**src/common/ex_ctrl_pkg.sv**
```systemverilog
`default_nettype none

package ex_ctrl_pkg;

  localparam int ALU_OP_W = 4; // width of the operation code handed to the ALU

  // ALU operation codes, the encoding is internal to the stage
  localparam logic [ALU_OP_W-1:0] ALU_ADD  = 4'd0;
  localparam logic [ALU_OP_W-1:0] ALU_SUB  = 4'd1;
  localparam logic [ALU_OP_W-1:0] ALU_SLL  = 4'd2;
  localparam logic [ALU_OP_W-1:0] ALU_SLT  = 4'd3;
  localparam logic [ALU_OP_W-1:0] ALU_SLTU = 4'd4;
  localparam logic [ALU_OP_W-1:0] ALU_XOR  = 4'd5;
  localparam logic [ALU_OP_W-1:0] ALU_SRL  = 4'd6;
  localparam logic [ALU_OP_W-1:0] ALU_SRA  = 4'd7;
  localparam logic [ALU_OP_W-1:0] ALU_OR   = 4'd8;
  localparam logic [ALU_OP_W-1:0] ALU_AND  = 4'd9;

  // one enable bit per byte lane of a data word
  localparam int MASK_W = 4;

  // where the rd write data comes from
  localparam logic WB_ALU  = 1'b0; // ALU result
  localparam logic WB_LINK = 1'b1; // return address pc+4 of a jump

endpackage

`default_nettype wire

```
**src/common/rv_isa_pkg.sv**
```systemverilog
`default_nettype none

package rv_isa_pkg;

  localparam int XLEN = 32; // data and address width of the hart

  // major opcodes the execute stage understands
  localparam logic [6:0] OPC_OP     = 7'b0110011;
  localparam logic [6:0] OPC_OP_IMM = 7'b0010011;
  localparam logic [6:0] OPC_LUI    = 7'b0110111;
  localparam logic [6:0] OPC_AUIPC  = 7'b0010111;
  localparam logic [6:0] OPC_JAL    = 7'b1101111;
  localparam logic [6:0] OPC_JALR   = 7'b1100111;
  localparam logic [6:0] OPC_BRANCH = 7'b1100011;
  localparam logic [6:0] OPC_STORE  = 7'b0100011;
  localparam logic [6:0] OPC_SYSTEM = 7'b1110011;

  // branch conditions, funct3 of the branch opcode
  localparam logic [2:0] F3_BEQ  = 3'b000;
  localparam logic [2:0] F3_BNE  = 3'b001;
  localparam logic [2:0] F3_BLT  = 3'b100;
  localparam logic [2:0] F3_BGE  = 3'b101;
  localparam logic [2:0] F3_BLTU = 3'b110;
  localparam logic [2:0] F3_BGEU = 3'b111;

  // store sizes, funct3 of the store opcode
  localparam logic [2:0] F3_SB = 3'b000;
  localparam logic [2:0] F3_SH = 3'b001;
  localparam logic [2:0] F3_SW = 3'b010;

  // integer operations, shared by OP and OP-IMM
  localparam logic [2:0] F3_ADD_SUB = 3'b000;
  localparam logic [2:0] F3_SLL     = 3'b001;
  localparam logic [2:0] F3_SLT     = 3'b010;
  localparam logic [2:0] F3_SLTU    = 3'b011;
  localparam logic [2:0] F3_XOR     = 3'b100;
  localparam logic [2:0] F3_SRL_SRA = 3'b101; // funct7 bit 5 picks the arithmetic shift
  localparam logic [2:0] F3_OR      = 3'b110;
  localparam logic [2:0] F3_AND     = 3'b111;

  localparam logic [31:0] INST_EBREAK = 32'h00100073; // the only SYSTEM word that halts

  // one instruction word seen through the three encodings the decoder needs
  // B, J and U immediates are reassembled from these same fields
  typedef union packed {
    struct packed {
      logic [6:0] funct7;
      logic [4:0] rs2;
      logic [4:0] rs1;
      logic [2:0] funct3;
      logic [4:0] rd;
      logic [6:0] opcode;
    } r;
    struct packed {
      logic [11:0] imm;
      logic [4:0]  rs1;
      logic [2:0]  funct3;
      logic [4:0]  rd;
      logic [6:0]  opcode;
    } i;
    struct packed {
      logic [6:0] imm_hi; // imm[11:5], also the branch offset high part
      logic [4:0] rs2;
      logic [4:0] rs1;
      logic [2:0] funct3;
      logic [4:0] imm_lo; // imm[4:0] sits where rd would be
      logic [6:0] opcode;
    } s;
  } inst_u;

endpackage

`default_nettype wire
```
**src/ex_stage.sv**
```systemverilog
`default_nettype none

module ex_stage import rv_isa_pkg::*, ex_ctrl_pkg::*; (
  input  logic              i_clk,
  input  logic              i_rst,
  input  logic              i_valid,
  input  logic [31:0]       i_inst,
  input  logic [XLEN-1:0]   i_pc,
  input  logic [XLEN-1:0]   i_rs1_rdata,
  input  logic [XLEN-1:0]   i_rs2_rdata,
  output logic              o_valid,
  output logic [4:0]        o_rd_waddr,
  output logic [XLEN-1:0]   o_rd_wdata,
  output logic [XLEN-1:0]   o_next_pc,
  output logic [XLEN-1:0]   o_dmem_addr,
  output logic [MASK_W-1:0] o_dmem_mask,
  output logic [XLEN-1:0]   o_dmem_wdata,
  output logic              o_dmem_wen,
  output logic              o_trap,
  output logic              o_halt
);

  // decoder outputs shared by the ALU and the store aligner
  logic [XLEN-1:0]     op_a, op_b, imm;
  logic [ALU_OP_W-1:0] alu_op;
  logic                is_branch, is_jal, is_jalr, is_store;
  logic                reg_write, wb_sel, illegal, halt;
  logic [2:0]          funct3;
  logic [4:0]          rd;

  logic [XLEN-1:0]     alu_result, target;
  logic                taken;
  logic [XLEN-1:0]     st_addr, st_wdata;
  logic [MASK_W-1:0]   st_mask;
  logic                st_misaligned;

  ex_decode u_decode (
    .i_inst(i_inst), .i_pc(i_pc), .i_rs1_rdata(i_rs1_rdata), .i_rs2_rdata(i_rs2_rdata),
    .o_op_a(op_a), .o_op_b(op_b), .o_imm(imm), .o_alu_op(alu_op),
    .o_is_branch(is_branch), .o_is_jal(is_jal), .o_is_jalr(is_jalr), .o_is_store(is_store),
    .o_reg_write(reg_write), .o_wb_sel(wb_sel), .o_illegal(illegal), .o_halt(halt),
    .o_funct3(funct3), .o_rd(rd)
  );

  ex_alu u_alu (
    .i_op_a(op_a), .i_op_b(op_b), .i_alu_op(alu_op),
    .i_rs1_rdata(i_rs1_rdata), .i_rs2_rdata(i_rs2_rdata), .i_pc(i_pc), .i_imm(imm),
    .i_funct3(funct3), .i_is_branch(is_branch), .i_is_jal(is_jal), .i_is_jalr(is_jalr),
    .o_result(alu_result), .o_taken(taken), .o_target(target)
  );

  lsu_store u_store (
    .i_rs1_rdata(i_rs1_rdata), .i_rs2_rdata(i_rs2_rdata), .i_imm(imm), .i_funct3(funct3),
    .o_addr(st_addr), .o_mask(st_mask), .o_wdata(st_wdata), .o_misaligned(st_misaligned)
  );

  ex_result_reg u_result (
    .i_clk(i_clk), .i_rst(i_rst), .i_valid(i_valid),
    .i_alu_result(alu_result), .i_taken(taken), .i_target(target),
    .i_pc(i_pc), .i_rd(rd), .i_reg_write(reg_write), .i_wb_sel(wb_sel),
    .i_is_store(is_store), .i_illegal(illegal), .i_halt(halt),
    .i_st_addr(st_addr), .i_st_mask(st_mask), .i_st_wdata(st_wdata),
    .i_st_misaligned(st_misaligned),
    .o_valid(o_valid), .o_rd_waddr(o_rd_waddr), .o_rd_wdata(o_rd_wdata),
    .o_next_pc(o_next_pc), .o_dmem_addr(o_dmem_addr), .o_dmem_mask(o_dmem_mask),
    .o_dmem_wdata(o_dmem_wdata), .o_dmem_wen(o_dmem_wen), .o_trap(o_trap), .o_halt(o_halt)
  );

endmodule

`default_nettype wire

```
**src/ex_result_reg.sv**
```systemverilog
`default_nettype none

module ex_result_reg import rv_isa_pkg::*, ex_ctrl_pkg::*; (
  input  logic              i_clk,
  input  logic              i_rst,
  input  logic              i_valid,
  input  logic [XLEN-1:0]   i_alu_result,
  input  logic              i_taken,
  input  logic [XLEN-1:0]   i_target,
  input  logic [XLEN-1:0]   i_pc,
  input  logic [4:0]        i_rd,
  input  logic              i_reg_write,
  input  logic              i_wb_sel,
  input  logic              i_is_store,
  input  logic              i_illegal,
  input  logic              i_halt,
  input  logic [XLEN-1:0]   i_st_addr,
  input  logic [MASK_W-1:0] i_st_mask,
  input  logic [XLEN-1:0]   i_st_wdata,
  input  logic              i_st_misaligned,
  output logic              o_valid,
  output logic [4:0]        o_rd_waddr,
  output logic [XLEN-1:0]   o_rd_wdata,
  output logic [XLEN-1:0]   o_next_pc,
  output logic [XLEN-1:0]   o_dmem_addr,
  output logic [MASK_W-1:0] o_dmem_mask,
  output logic [XLEN-1:0]   o_dmem_wdata,
  output logic              o_dmem_wen,
  output logic              o_trap,
  output logic              o_halt
);

  logic [XLEN-1:0] pc_plus4;
  logic            trap;

  assign pc_plus4 = i_pc + 32'd4;

  // a taken target must land on a word, the store must fit its size
  assign trap = i_illegal | (i_is_store & i_st_misaligned) | (i_taken & |i_target[1:0]);

  always_ff @(posedge i_clk) begin
    if (i_rst) begin
      o_valid      <= 1'b0;
      o_dmem_wen   <= 1'b0;
      o_trap       <= 1'b0;
      o_halt       <= 1'b0;
      o_rd_waddr   <= '0;
      o_rd_wdata   <= '0;
      o_next_pc    <= '0;
      o_dmem_addr  <= '0;
      o_dmem_mask  <= '0;
      o_dmem_wdata <= '0;
    end else begin
      o_valid    <= i_valid;                         // one pulse per accepted instruction
      o_dmem_wen <= i_valid & i_is_store & ~trap;    // a trapping store never reaches memory
      o_trap     <= i_valid & trap;
      o_halt     <= i_valid & i_halt;
      if (i_valid) begin
        o_rd_waddr   <= (i_reg_write & ~trap) ? i_rd : 5'd0; // rd 0 means no write
        o_rd_wdata   <= (i_wb_sel == WB_LINK) ? pc_plus4 : i_alu_result;
        o_next_pc    <= i_taken ? i_target : pc_plus4; // reported even when trapping
        o_dmem_addr  <= i_st_addr;
        o_dmem_mask  <= i_st_mask;
        o_dmem_wdata <= i_st_wdata;
      end
    end
  end

endmodule

`default_nettype wire

```
**src/lsu/lsu_store.sv**
```systemverilog
`default_nettype none

module lsu_store import rv_isa_pkg::*, ex_ctrl_pkg::*; (
  input  logic [XLEN-1:0]   i_rs1_rdata,
  input  logic [XLEN-1:0]   i_rs2_rdata,
  input  logic [XLEN-1:0]   i_imm,
  input  logic [2:0]        i_funct3,
  output logic [XLEN-1:0]   o_addr,
  output logic [MASK_W-1:0] o_mask,
  output logic [XLEN-1:0]   o_wdata,
  output logic              o_misaligned
);

  logic [XLEN-1:0] eff_addr; // byte address the store points at
  logic [1:0]      offset;   // byte lane within the aligned word

  assign eff_addr = i_rs1_rdata + i_imm;
  assign offset   = eff_addr[1:0];
  assign o_addr   = {eff_addr[XLEN-1:2], 2'b00}; // memory only sees word addresses

  always_comb begin
    o_mask       = '0;
    o_wdata      = i_rs2_rdata;
    o_misaligned = 1'b0;
    case (i_funct3)
      F3_SB: begin
        o_mask  = 4'b0001 << offset;
        o_wdata = {4{i_rs2_rdata[7:0]}} & ({{24{1'b0}}, 8'hff} << {offset, 3'b000});
      end
      F3_SH: begin
        o_mask       = offset[1] ? 4'b1100 : 4'b0011; // upper or lower half of the word
        o_wdata      = offset[1] ? {i_rs2_rdata[15:0], 16'h0000} : {16'h0000, i_rs2_rdata[15:0]};
        o_misaligned = offset[0];
      end
      F3_SW: begin
        o_mask       = 4'b1111;
        o_misaligned = |offset;
      end
      default: o_mask = '0; // not a store size, the decoder flags it as illegal
    endcase
  end

endmodule

`default_nettype wire

```
**src/alu/ex_alu.sv**
```systemverilog
`default_nettype none

module ex_alu import rv_isa_pkg::*, ex_ctrl_pkg::*; (
  input  logic [XLEN-1:0]     i_op_a,
  input  logic [XLEN-1:0]     i_op_b,
  input  logic [ALU_OP_W-1:0] i_alu_op,
  input  logic [XLEN-1:0]     i_rs1_rdata,
  input  logic [XLEN-1:0]     i_rs2_rdata,
  input  logic [XLEN-1:0]     i_pc,
  input  logic [XLEN-1:0]     i_imm,
  input  logic [2:0]          i_funct3,
  input  logic                i_is_branch,
  input  logic                i_is_jal,
  input  logic                i_is_jalr,
  output logic [XLEN-1:0]     o_result,
  output logic                o_taken,
  output logic [XLEN-1:0]     o_target
);

  logic [4:0]      shamt;     // shifts only look at the low five bits
  logic            cond;      // branch condition holds
  logic [XLEN-1:0] jalr_sum;  // rs1 + imm before bit 0 is dropped

  assign shamt = i_op_b[4:0];

  always_comb begin
    case (i_alu_op)
      ALU_SUB:  o_result = i_op_a - i_op_b;
      ALU_SLL:  o_result = i_op_a << shamt;
      ALU_SLT:  o_result = {31'd0, $signed(i_op_a) < $signed(i_op_b)};
      ALU_SLTU: o_result = {31'd0, i_op_a < i_op_b};
      ALU_XOR:  o_result = i_op_a ^ i_op_b;
      ALU_SRL:  o_result = i_op_a >> shamt;
      ALU_SRA:  o_result = $unsigned($signed(i_op_a) >>> shamt);
      ALU_OR:   o_result = i_op_a | i_op_b;
      ALU_AND:  o_result = i_op_a & i_op_b;
      default:  o_result = i_op_a + i_op_b; // ALU_ADD, also lui and auipc
    endcase
  end

  // branches compare the raw register values and never the operand muxes
  always_comb begin
    case (i_funct3)
      F3_BEQ:  cond = (i_rs1_rdata == i_rs2_rdata);
      F3_BNE:  cond = (i_rs1_rdata != i_rs2_rdata);
      F3_BLT:  cond = ($signed(i_rs1_rdata) < $signed(i_rs2_rdata));
      F3_BGE:  cond = ($signed(i_rs1_rdata) >= $signed(i_rs2_rdata));
      F3_BLTU: cond = (i_rs1_rdata < i_rs2_rdata);
      F3_BGEU: cond = (i_rs1_rdata >= i_rs2_rdata);
      default: cond = 1'b0; // reserved codes are trapped by the decoder anyway
    endcase
  end

  assign jalr_sum = i_rs1_rdata + i_imm;

  // jalr clears bit 0 only, bit 1 is left for the misalignment trap to see
  assign o_target = i_is_jalr ? {jalr_sum[XLEN-1:1], 1'b0} : i_pc + i_imm;
  assign o_taken  = i_is_jal | i_is_jalr | (i_is_branch & cond);

endmodule

`default_nettype wire

```
**src/ex_decode.sv**
```systemverilog
`default_nettype none

module ex_decode import rv_isa_pkg::*, ex_ctrl_pkg::*; (
  input  inst_u                i_inst,
  input  logic [XLEN-1:0]      i_pc,
  input  logic [XLEN-1:0]      i_rs1_rdata,
  input  logic [XLEN-1:0]      i_rs2_rdata,
  output logic [XLEN-1:0]      o_op_a,
  output logic [XLEN-1:0]      o_op_b,
  output logic [XLEN-1:0]      o_imm,
  output logic [ALU_OP_W-1:0]  o_alu_op,
  output logic                 o_is_branch,
  output logic                 o_is_jal,
  output logic                 o_is_jalr,
  output logic                 o_is_store,
  output logic                 o_reg_write,
  output logic                 o_wb_sel,
  output logic                 o_illegal,
  output logic                 o_halt,
  output logic [2:0]           o_funct3,
  output logic [4:0]           o_rd
);

  // alt is funct7 bit 5, which turns add into sub and srl into sra
  function automatic logic [ALU_OP_W-1:0] alu_code(input logic [2:0] f3, input logic alt);
    case (f3)
      F3_ADD_SUB: alu_code = alt ? ALU_SUB : ALU_ADD;
      F3_SLL:     alu_code = ALU_SLL;
      F3_SLT:     alu_code = ALU_SLT;
      F3_SLTU:    alu_code = ALU_SLTU;
      F3_XOR:     alu_code = ALU_XOR;
      F3_SRL_SRA: alu_code = alt ? ALU_SRA : ALU_SRL;
      F3_OR:      alu_code = ALU_OR;
      default:    alu_code = ALU_AND;
    endcase
  endfunction

  assign o_funct3 = i_inst.r.funct3;
  assign o_rd     = i_inst.r.rd;

  always_comb begin
    o_imm       = '0;
    o_op_a      = i_rs1_rdata; // most instructions work on rs1
    o_alu_op    = ALU_ADD;
    o_is_branch = 1'b0;
    o_is_jal    = 1'b0;
    o_is_jalr   = 1'b0;
    o_is_store  = 1'b0;
    o_reg_write = 1'b0;
    o_wb_sel    = WB_ALU;
    o_illegal   = 1'b0;
    o_halt      = 1'b0;
    case (i_inst.r.opcode)
      OPC_OP: begin
        o_reg_write = 1'b1;
        o_alu_op    = alu_code(i_inst.r.funct3, i_inst.r.funct7[5]);
      end
      OPC_OP_IMM: begin
        o_imm       = {{20{i_inst.i.imm[11]}}, i_inst.i.imm};
        o_reg_write = 1'b1;
        // bit 30 only means something for the right shift, addi keeps a plain immediate
        o_alu_op    = alu_code(i_inst.i.funct3,
                               i_inst.r.funct7[5] && (i_inst.i.funct3 == F3_SRL_SRA));
      end
      OPC_LUI, OPC_AUIPC: begin
        // U immediate is the whole upper word of the I view
        o_imm       = {i_inst.i.imm, i_inst.i.rs1, i_inst.i.funct3, 12'h000};
        o_op_a      = (i_inst.r.opcode == OPC_LUI) ? '0 : i_pc;
        o_reg_write = 1'b1;
      end
      OPC_JAL: begin
        // J immediate, bits 19:12 are the rs1 and funct3 fields of the I view
        o_imm       = {{12{i_inst.i.imm[11]}}, i_inst.i.rs1, i_inst.i.funct3,
                       i_inst.i.imm[0], i_inst.i.imm[10:1], 1'b0};
        o_is_jal    = 1'b1;
        o_reg_write = 1'b1;
        o_wb_sel    = WB_LINK;
      end
      OPC_JALR: begin
        o_imm       = {{20{i_inst.i.imm[11]}}, i_inst.i.imm};
        o_is_jalr   = 1'b1;
        o_reg_write = 1'b1;
        o_wb_sel    = WB_LINK;
      end
      OPC_BRANCH: begin
        // B immediate is the S layout with bit 11 moved down into imm_lo[0]
        o_imm       = {{20{i_inst.s.imm_hi[6]}}, i_inst.s.imm_lo[0], i_inst.s.imm_hi[5:0],
                       i_inst.s.imm_lo[4:1], 1'b0};
        o_is_branch = 1'b1;
        o_illegal   = (i_inst.s.funct3 == 3'b010) || (i_inst.s.funct3 == 3'b011);
      end
      OPC_STORE: begin
        o_imm      = {{20{i_inst.s.imm_hi[6]}}, i_inst.s.imm_hi, i_inst.s.imm_lo};
        o_is_store = 1'b1;
        o_illegal  = (i_inst.s.funct3 > F3_SW); // only byte, half and word exist
      end
      OPC_SYSTEM: o_halt = (i_inst == INST_EBREAK); // other system words retire as no-ops
      default:    o_illegal = 1'b1;
    endcase
  end

  assign o_op_b = (i_inst.r.opcode == OPC_OP) ? i_rs2_rdata : o_imm; // register or immediate

endmodule

`default_nettype wire

```
**config.mk**
```make
export PLATFORM = sky130hd
export DESIGN_NAME = ex_stage
export DESIGN_NICKNAME = d
export VERILOG_FILES = /design/src/common/ex_ctrl_pkg.sv /design/src/common/rv_isa_pkg.sv /design/src/ex_stage.sv /design/src/ex_result_reg.sv /design/src/lsu/lsu_store.sv /design/src/alu/ex_alu.sv /design/src/ex_decode.sv
export SDC_FILE = /design/constraint.sdc
export NUM_CORES = 1
export LEC_CHECK = 0
export ABC_AREA = 1
export BUFFER_PORTS_ARGS = -buffer_cell sky130_fd_sc_hd__buf_2
export CAP_MARGIN = 15
export CORE_MARGIN = 8
export CORE_UTILIZATION = 56
export CTS_CLUSTER_DIAMETER = 50
export DETAILED_ROUTE_END_ITERATION = 7
export PLACE_DENSITY = 0.87
export SYNTH_ARGS = -nofsm -noshare
export SYNTH_HDL_FRONTEND = slang
export SYNTH_SLANG_ARGS = --single-unit
```
**constraint.sdc**
```tcl
create_clock -name i_clk -period 3.37 [get_ports i_clk]
set_input_delay 0.1685 -clock i_clk [delete_from_list [all_inputs] [get_ports i_clk]]
set_output_delay 0.1685 -clock i_clk [all_outputs]
set_load 0.005 [all_outputs]
```
==> flow_metrics.env, run 1 <==
export IMPL_synth_ff_type="dfxtp_1"
export IMPL_placed_cell_area_um2=29100
export IMPL_cts_buffer_depth=2
export IMPL_clock_sinks=139
export IMPL_syn_inst=4143
export IMPL_ys_top_cells_by_count="1013 x nand2_1, 555 x inv_1, 539 x nand3_1, 390 x nor2_1, 362 x a21oi_1"
export IMPL_failed_stage="global routing (5_1_grt)"
export IMPL_status="stopped before the end"
export IMPL_fp_dieH_um=218
export IMPL_cts_setup_buffers=0
export IMPL_start_util_pct=56.3
export IMPL_cts_buffers=17
export IMPL_synthArstFlopShare_pct=0
export IMPL_ys_warn_count=0
export IMPL_synth_top_area_cell="nand2_1"
export IMPL_grt_usage_pct=74.5
export IMPL_error_line="[ERROR GRT-0232] Routing congestion too high. Check the congestion heatmap in the GUI."
export IMPL_gp_congestion=1.30
export IMPL_yosys_area_top_type_share_pct=16.7
export IMPL_grt_overflow_total=244
export IMPL_ios=272
export IMPL_worstEpCategory="sequential cell input"
export IMPL_io_buffers=269
export IMPL_chipWidth_um=218
export IMPL_yosysMostFrequentCell="nand2_1"
export IMPL_synth_edf_count=0
export IMPL_grt_max_degree=74
export IMPL_synth_area_leaders="nand2_1 17%, dfxtp_1 12%, nand3_1 12%, ha_1 11%, inv_1 9.1%"
export IMPL_cts_root_buf="clkbuf_16"
export IMPL_synthesis_area_um2=22800
export IMPL_yosysSeqAreaShare_pct=12.2
export IMPL_rows=74
export IMPL_post_synth_cell_area_avg_um2=5.51
export IMPL_dpl_hpwl_um=98500
export IMPL_postGrtWorstEndpoint="u_result.o_next_pc[10]$_SDFFE_PP0P_/D"
export IMPL_ys_ff_latch=139
export IMPL_htree_levels=4
export IMPL_ys_types=60
==> metrics by stage <==
stage	setup slack, ps	TNS [ps]	instances
after CTS	1.58	0	5466
after detailed placement	-678	-9700	5425
after global placement	-571	-5260	5425
after floorplan	-21.9	-26.5	4144
==> routing by layer <==
layer / track usage (%) / overflow
met1: 73.3 / 8
met2: 84.0 / 124
met3: 70.8 / 19
met4: 69.7 / 92
met5: 45.9 / 1
==> timing repair <==
item	in CTS
endpoints found under the setup margin	7
endpoints found under the hold margin	9
pin swaps	1
gates resized for setup	13
hold buffers	9
==> cell families after synthesis <==
logic type,count (synthesis),synth area share (%)
and+or+nand+nor,2170,41.5
AOI/OAI and AO/OA,830,20.6
buffers and inverters,750,12.9
adders and majority gates,193,10.6
DFF,139,12.2
xor gates and xnor gates,60,2.30
other,1,0.0164
==> inputs of run 2 (changes only) <==
Settings changed: CORE_UTILIZATION 56 to 40, CTS_CLUSTER_DIAMETER 50 to unset, PLACE_DENSITY 0.87 to unset, PLACE_DENSITY_LB_ADDON set to 0.15.
Clock period 3.37 ns to 4.4 ns, I/O delays scaled along.
==> flow_metrics.env, run 2 <==
export IMPL_status="completed"
export IMPL_cts_buffers=17
export IMPL_grt_overflow_total=0
export IMPL_grt_pass1_wl_um=199000
export IMPL_die_area_um2=64900
export IMPL_rsz0062_at_grt="no"
export IMPL_firstDrtPassIters=7
export IMPL_synthesis_area_um2=22800
export IMPL_drcViolationCount=0
export IMPL_synth_simple_area_share_pct=41.5
export IMPL_cts_resized=0
export IMPL_final_common_cell="nand2_1"
export IMPL_grt_max_degree=103
export IMPL_cp_arrival_ps=4380
export IMPL_finalMaxSlewViolations=0
export IMPL_worst_slew_pin_slew_ps=1050
export IMPL_yosysSeqAreaShare_pct=12.2
export IMPL_yosysMostFrequentCell="nand2_1"
export IMPL_ys_ff_latch=139
export IMPL_gp_congestion=1.14
export IMPL_worstPathRequired_ps=4820
export IMPL_cp_max_fo=11
export IMPL_vias=31100
export IMPL_syn_inst=4143
export IMPL_hold_ws_ps=32.4
export IMPL_ios=272
export IMPL_synth_area_leaders="nand2_1 17%, dfxtp_1 12%, nand3_1 12%, ha_1 11%, inv_1 9.1%"
export IMPL_fin_crit_sh_pct=90.1
export IMPL_cts_tree="done"
export IMPL_setup_viol=0
export IMPL_post_synth_cell_area_avg_um2=5.51
export IMPL_fp_dieH_um=255
export IMPL_area_growth_syn_to_layout_pct=15.5
export IMPL_fillers=6536
export IMPL_vias_per_cell=5.98
export IMPL_yosys_area_share_xor_xnor_pct=2.30
export IMPL_finalPower_mw=5.08
export IMPL_worst_skew_pair_late_latency_ps=470
export IMPL_ys_types=60
export IMPL_synth_mux_area_share_pct=0
export IMPL_htree_levels=4
export IMPL_rows=87
export IMPL_placed_cells=5164
export IMPL_hold_path_class="in2reg"
export IMPL_fin_cells=5209
export IMPL_clock_sinks=139
export IMPL_hold_viol_final=0
export IMPL_cts_clk_slew_worst_paths_ps=90
export IMPL_drive_gt1_share_pct=12.5
export IMPL_powerDensity_nw_per_um2=193
export IMPL_yosys_area_top_type_share_pct=16.7
export IMPL_ys_warn_count=0
export IMPL_cts_root_buf="clkbuf_16"
export IMPL_drt_wl_total_um=142000
export IMPL_min_period_ps=3960
export IMPL_ir_drop_v=0.000303
export IMPL_grt_usage_pct=41.8
export IMPL_chipWidth_um=255
export IMPL_mostFrequentLayoutCells="1013 x nand2_1, 553 x inv_1, 539 x nand3_1"
export IMPL_synth_ff_type="dfxtp_1"
export IMPL_synth_top_area_cell="nand2_1"
export IMPL_ys_top_cells_by_count="1013 x nand2_1, 555 x inv_1, 539 x nand3_1, 390 x nor2_1, 362 x a21oi_1"
export IMPL_synth_top_family_by_area="simple AND/OR/NAND/NOR gates"
export IMPL_dpl_hpwl_um=118000
export IMPL_synth_compound_gate_area_share_pct=20.6
export IMPL_cp_end_kind="flop"
export IMPL_largest_registers="u_result.o_dmem_wdata: 32 flops, u_result.o_next_pc: 32 flops, u_result.o_rd_wdata: 32 flops"
export IMPL_startpoint_type="primary input"
export IMPL_synthArstFlopShare_pct=0
export IMPL_slew_headroom_pct=30.1
export IMPL_synth_fa_ha_area_share_pct=10.6
export IMPL_antenna_found_initial=10
export IMPL_setup_tns_ps=0
export IMPL_max_freq_mhz=252
export IMPL_cts_setup_buffers=0
export IMPL_final_antenna_net_count=0
export IMPL_dr_first_iter_drc_count=4662
export IMPL_synth_edf_count=0
export IMPL_coreArea_um2=56400
export IMPL_start_util_pct=40.5
export IMPL_worst_setup_path_type="in2reg"
export IMPL_p_leak_nw=14.3
export IMPL_cts_buffer_depth=2
export IMPL_io_buffers=269
export IMPL_fin_nets=4756
export IMPL_routedWlPerCell_um=27.3
export IMPL_grt_pass1_vias=28700
export IMPL_drv_cap=0
export IMPL_postLayoutCoreUtil_pct=46.7
export IMPL_finalClockSkew_ps=0
-- run 2: cell counts after synthesis --
Identical to the previous run, type by type.
-- run 2: through the flow --
step	instance area, um2	setup slack (ps)
2_1_floorplan	22800	879
3_3_place_gp	25700	19.1
3_5_place_dp	25700	32.9
4_1_cts	26300	532
5_1_grt	26300	142
6_report	26300	437
-- run 2: path summary, 6_finish.rpt --
kind / startpoint / end / slack (ps) / cells after the start
min reg2reg: u_result.o_rd_waddr[0]$_SDFFE_PP0P_ / u_result.o_rd_waddr[0]$_SDFFE_PP0P_ / 460 / 2
max: i_inst[1] / u_result.o_rd_wdata[0]$_SDFFE_PP0P_ / 440 / 24
max reg2reg: u_result.o_next_pc[31]$_SDFFE_PP0P_ / u_result.o_next_pc[31]$_SDFFE_PP0P_ / 3570 / 2
min: i_rs2_rdata[5] / u_result.o_dmem_wdata[5]$_SDFFE_PP0P_ / 30 / 3
-- run 2: repair_timing --
item	in CTS	in global routing
endpoints found under the hold margin	5	0
hold buffers	5	0
setup endpoints to repair	0	0
-- run 2: worst max-delay path: stages --
cell     delay [ps]
buf_2           140
nand2_2         130
nor2_1           90
nand2_1         130
nand3_2          90
nor2_1          190
nor2_1          250
a21oi_1         190
inv_1            70
nor2_1          430
inv_1           100
ha_1            520
inv_1           240
a21oi_1         300
o21ai_0         230
nand2_1         110
nand3_1          70
a31oi_1         370
nand2_1         100
nand2_1          70
nand3_1          70
nand3_1          70
nand2_1          50
a21oi_1         120
-- run 2: cells by family after synthesis --
| logic type | count (synthesis) |
|---|---|
| buf+inv | 750 |
| simple gates | 2170 |
| other cells | 1 |
| xor+xnor | 60 |
| fa+ha+maj | 193 |
| flops | 139 |
| compound gates | 830 |
-- run 2: area by class of cell --
type	instances	area (um2)	share of cell area (%)
Antenna cell	8	20.0	0.0760
Clock buffer	18	429	1.63
Clock inverter	14	176	0.670
Inverter	581	2180	8.28
Multi-Input combinational cell	3255	17100	65.0
Sequential cell	139	2780	10.6
Tap cell	756	946	3.59
Timing Repair Buffer	438	2680	10.2
-- run 2: report_power, final --
part	switching (mW)	internal (mW)
Sequential	0.0509	1.34
Combinational	1.46	0.618
Clock	0.756	0.860
Total	2.26	2.82
-- run 2: per-layer routing --
| layer | global-route usage [%] | part of all wire, % | vias to the layer above |
|---|---|---|---|
| met3 | 10.4 | 12 | 448 |
| met2 | 61.8 | 41 | 2094 |
| met4 | 24.9 | 7.0 | 6 |
| li1 | - | - | 14300 |
| met5 | 0 | 0.031 | - |
| met1 | 54.4 | 40 | 14300 |
No activity file was read; power rests on OpenSTA's default activity.
==> inputs of run 3 (changes only) <==
Settings changed: SYNTH_HIERARCHICAL set to 1.
==> flow_metrics.env, run 3 <==
export IMPL_post_synth_cell_area_avg_um2=5.44
export IMPL_swShare_pct=43.9
export IMPL_final_antenna_net_count=0
export IMPL_grt_pass1_wl_um=204000
export IMPL_grt_usage_pct=39.1
export IMPL_min_period_ps=3920
export IMPL_worst_skew_pair_late_latency_ps=480
export IMPL_grt_max_degree=82
export IMPL_vias=32900
export IMPL_crit_chain="buf_2, inv_2, nand3_2, buf_4, buf_4, nand2_1, o21ai_1, inv_1, ha_1, nand2_1, nor2_1, nand4_1, o21ai_0, nand2_1, nand3_1, nand2_1, nand2_1, nand2_1, nand4_1, nor2_1, nor2_1, nand2_1, a21oi_1"
export IMPL_cts_tree="done"
export IMPL_synthesis_area_um2=24900
export IMPL_whs_path_depth=3
export IMPL_synth_top_area_cell="nand2_1"
export IMPL_firstDrtPassIters=7
export IMPL_worst_setup_path_type="in2reg"
export IMPL_gp_congestion=1.09
export IMPL_reg2reg_to="u_result/o_rd_waddr[3]$_SDFFE_PP0P_"
export IMPL_ys_types=64
export IMPL_rsz0062_at_grt="no"
export IMPL_worst_slew_pin_slew_ps=955
export IMPL_timing_rr_start="u_result/o_rd_waddr[3]$_SDFFE_PP0P_"
export IMPL_htree_levels=4
export IMPL_synthArstFlopShare_pct=0
export IMPL_ir_drop_v=0.000283
export IMPL_cts_root_buf="clkbuf_16"
export IMPL_cp_max_fo=24
export IMPL_cpPeakStageDelay_ps=670
export IMPL_synth_ff_type="dfxtp_1"
export IMPL_cts_hold_buf=0
export IMPL_startpoint_type="primary input"
export IMPL_min_from="i_inst[7]"
export IMPL_fin_area_um2=28500
export IMPL_yosys_area_top_type_share_pct=20.4
export IMPL_fin_crit_sh_pct=89.2
export IMPL_cp_arrival_ps=4340
export IMPL_rrSetupSlack_ps=3560
export IMPL_vias_per_cell=5.75
export IMPL_finalPower_mw=5.25
export IMPL_cts_clk_slew_worst_paths_ps=100
export IMPL_final_common_cell="nand2_1"
export IMPL_multi_input_area_um2=19100
export IMPL_mostFrequentLayoutCells="1351 x nand2_1, 546 x nor2_1, 529 x inv_1"
export IMPL_routedWlPerCell_um=25.1
export IMPL_synth_edf_count=0
export IMPL_pwr_share_comb_pct=41.4
export IMPL_p_leak_nw=15.4
export IMPL_setup_viol=0
export IMPL_wl_met2_um=62200
export IMPL_chipWidth_um=265
export IMPL_ios=272
export IMPL_placed_cell_area_um2=27900
export IMPL_fp_dieH_um=265
export IMPL_cp_end_kind="flop"
export IMPL_power_frac_clock_pct=31.5
export IMPL_io_buffers=271
export IMPL_cts_setup_buffers=0
export IMPL_wl_met3_um=13800
export IMPL_start_util_pct=40.4
export IMPL_dpl_hpwl_um=121000
export IMPL_drcViolationCount=0
export IMPL_met1_length_um=56400
export IMPL_hold_viol_final=0
export IMPL_slowest_stage="o21ai_0"
export IMPL_grt_pass1_vias=30600
export IMPL_area_growth_syn_to_layout_pct=14.6
export IMPL_cpMostUsedCell="nand2_1"
export IMPL_coreArea_um2=61600
export IMPL_regArea_um2=2820
export IMPL_holdPathEnd="u_result/o_rd_waddr[0]$_SDFFE_PP0P_"
export IMPL_synth_area_leaders="nand2_1 20%, dfxtp_1 11%, ha_1 11%, o21ai_0 8.3%, nor2_1 8.2%"
export IMPL_fin_nets=5233
export IMPL_antenna_found_initial=3
export IMPL_internal_power_mw=2.94
export IMPL_highest_signal_layer="met5"
export IMPL_ys_warn_count=6
export IMPL_setup_tns_ps=0
export IMPL_status="completed"
export IMPL_drt_wl_total_um=144000
export IMPL_finalClockSkew_ps=0
export IMPL_grt_overflow_total=0
export IMPL_cts_resized=0
export IMPL_ys_top_cells_by_count="1351 x nand2_1, 546 x nor2_1, 533 x inv_1, 414 x o21ai_0, 381 x a21oi_1"
export IMPL_yosysSeqAreaShare_pct=11.4
export IMPL_reg2regPathDepth=2
export IMPL_dr_first_iter_drc_count=4246
export IMPL_pwr_share_seq_pct=27.1
export IMPL_worstPathRequired_ps=4820
export IMPL_yosysMostFrequentCell="nand2_1"
export IMPL_power_switching_mw=2.30
export IMPL_clock_sinks=141
export IMPL_cts_buffer_depth=2
export IMPL_cts_buffers=17
export IMPL_drv_cap=0
export IMPL_die_area_um2=70400
export IMPL_ys_ff_latch=141
export IMPL_fillers=6974
export IMPL_syn_inst=4571
export IMPL_rows=91
export IMPL_slew_headroom_pct=36.3
export IMPL_finalMaxSlewViolations=0
export IMPL_hold_path_class="in2reg"
export IMPL_powerDensity_nw_per_um2=184
export IMPL_drive_gt1_share_pct=12.5
export IMPL_max_freq_mhz=255
run 3: cell types whose count changed in the layout (fill, tap and decap cells not counted), moves of 18 or more:
cell,before,now
nand3b_1,32,12
nor3_1,63,43
inv_1,553,529
o21ai_1,44,72
ha_1,192,222
buf_4,160,190
a21oi_1,362,380
nor2_1,390,546
nand3_1,539,258
nand2_1,1013,1351
a31oi_1,29,8
o21ai_0,219,414
run 3: kinds of logic after synthesis:
logic type / synth area share, %
AOI/OAI and AO/OA: 22.9
xor gates and xnor gates: 1.86
adders and majority gates: 11.6
buffers and inverters: 12.0
DFF: 11.4
muxes: 0.403
other: 0.0151
and+or+nand+nor: 39.9
run 3: stage by stage:
| stage | instances | hold slack, ps | util, % | setup WS [ps] |
|---|---|---|---|---|
| after floorplan | 4572 | 304 | - | 810 |
| after global placement | 5693 | 453 | 45.3 | 114 |
| after detailed placement | 5693 | 455 | 45.3 | 92.7 |
| after CTS | 5725 | 29.1 | 46.3 | 606 |
| after global routing | 5725 | 63.6 | 46.3 | 342 |
| final | 5728 | 65.3 | 46.3 | 477 |
run 3: area by class of cell:
| class | instances | share of cell area (%) |
|---|---|---|
| flip-flops and latches | 141 | 9.90 |
| clock buffers | 18 | 1.51 |
| multi-input cells | 3699 | 66.9 |
| well taps | 837 | 3.67 |
| repair buffers | 465 | 10.1 |
| clock inverters | 14 | 0.641 |
| diodes | 3 | 0.0263 |
| inverters | 551 | 7.27 |
run 3: how the worst max path moves through the flow:
| stage | from | end | slack, ps | cells past startpoint |
|---|---|---|---|---|
| 6_report | i_inst[6] | u_result/o_rd_wdata[25]$_SDFFE_PP0P_ | 480 | 23 |
| 5_1_grt | i_inst[3] | u_result/o_rd_wdata[25]$_SDFFE_PP0P_ | 340 | 25 |
| 4_1_cts | i_inst[6] | u_result/o_rd_wdata[25]$_SDFFE_PP0P_ | 610 | 23 |
| 3_5_place_dp | i_inst[6] | u_result/o_rd_wdata[25]$_SDFFE_PP0P_ | 90 | 22 |
| 3_3_place_gp | i_inst[6] | u_result/o_rd_wdata[25]$_SDFFE_PP0P_ | 110 | 22 |
| 2_1_floorplan | i_inst[3] | u_result/o_rd_wdata[21]$_SDFFE_PP0P_ | 810 | 30 |
run 3: metal layers:
metal,GRT usage [%],vias to the layer above
met5,0,-
met4,27.0,2
met3,7.28,410
met2,61.2,1886
met1,48.4,15100
li1,-,15500
run 3: power groups by stage:
stage          registers, mW  logic (mW)  clock network, mW
6_report                1.42        2.17               1.65
5_1_grt                 1.43        2.33               1.73
4_1_cts                 1.42        2.10               1.69
3_5_place_dp            1.45        2.09                  0
3_3_place_gp            1.45        2.11                  0
2_1_floorplan           1.45        1.15                  0
run 3: critical path: cells and delay by family:
family                   cells  cell delay (ps)
buffers and inverters        5              810
AND/OR/NAND/NOR             14             1670
AO/OA/AOI/OAI                3             1170
adder cells (fa/ha/maj)      1              460
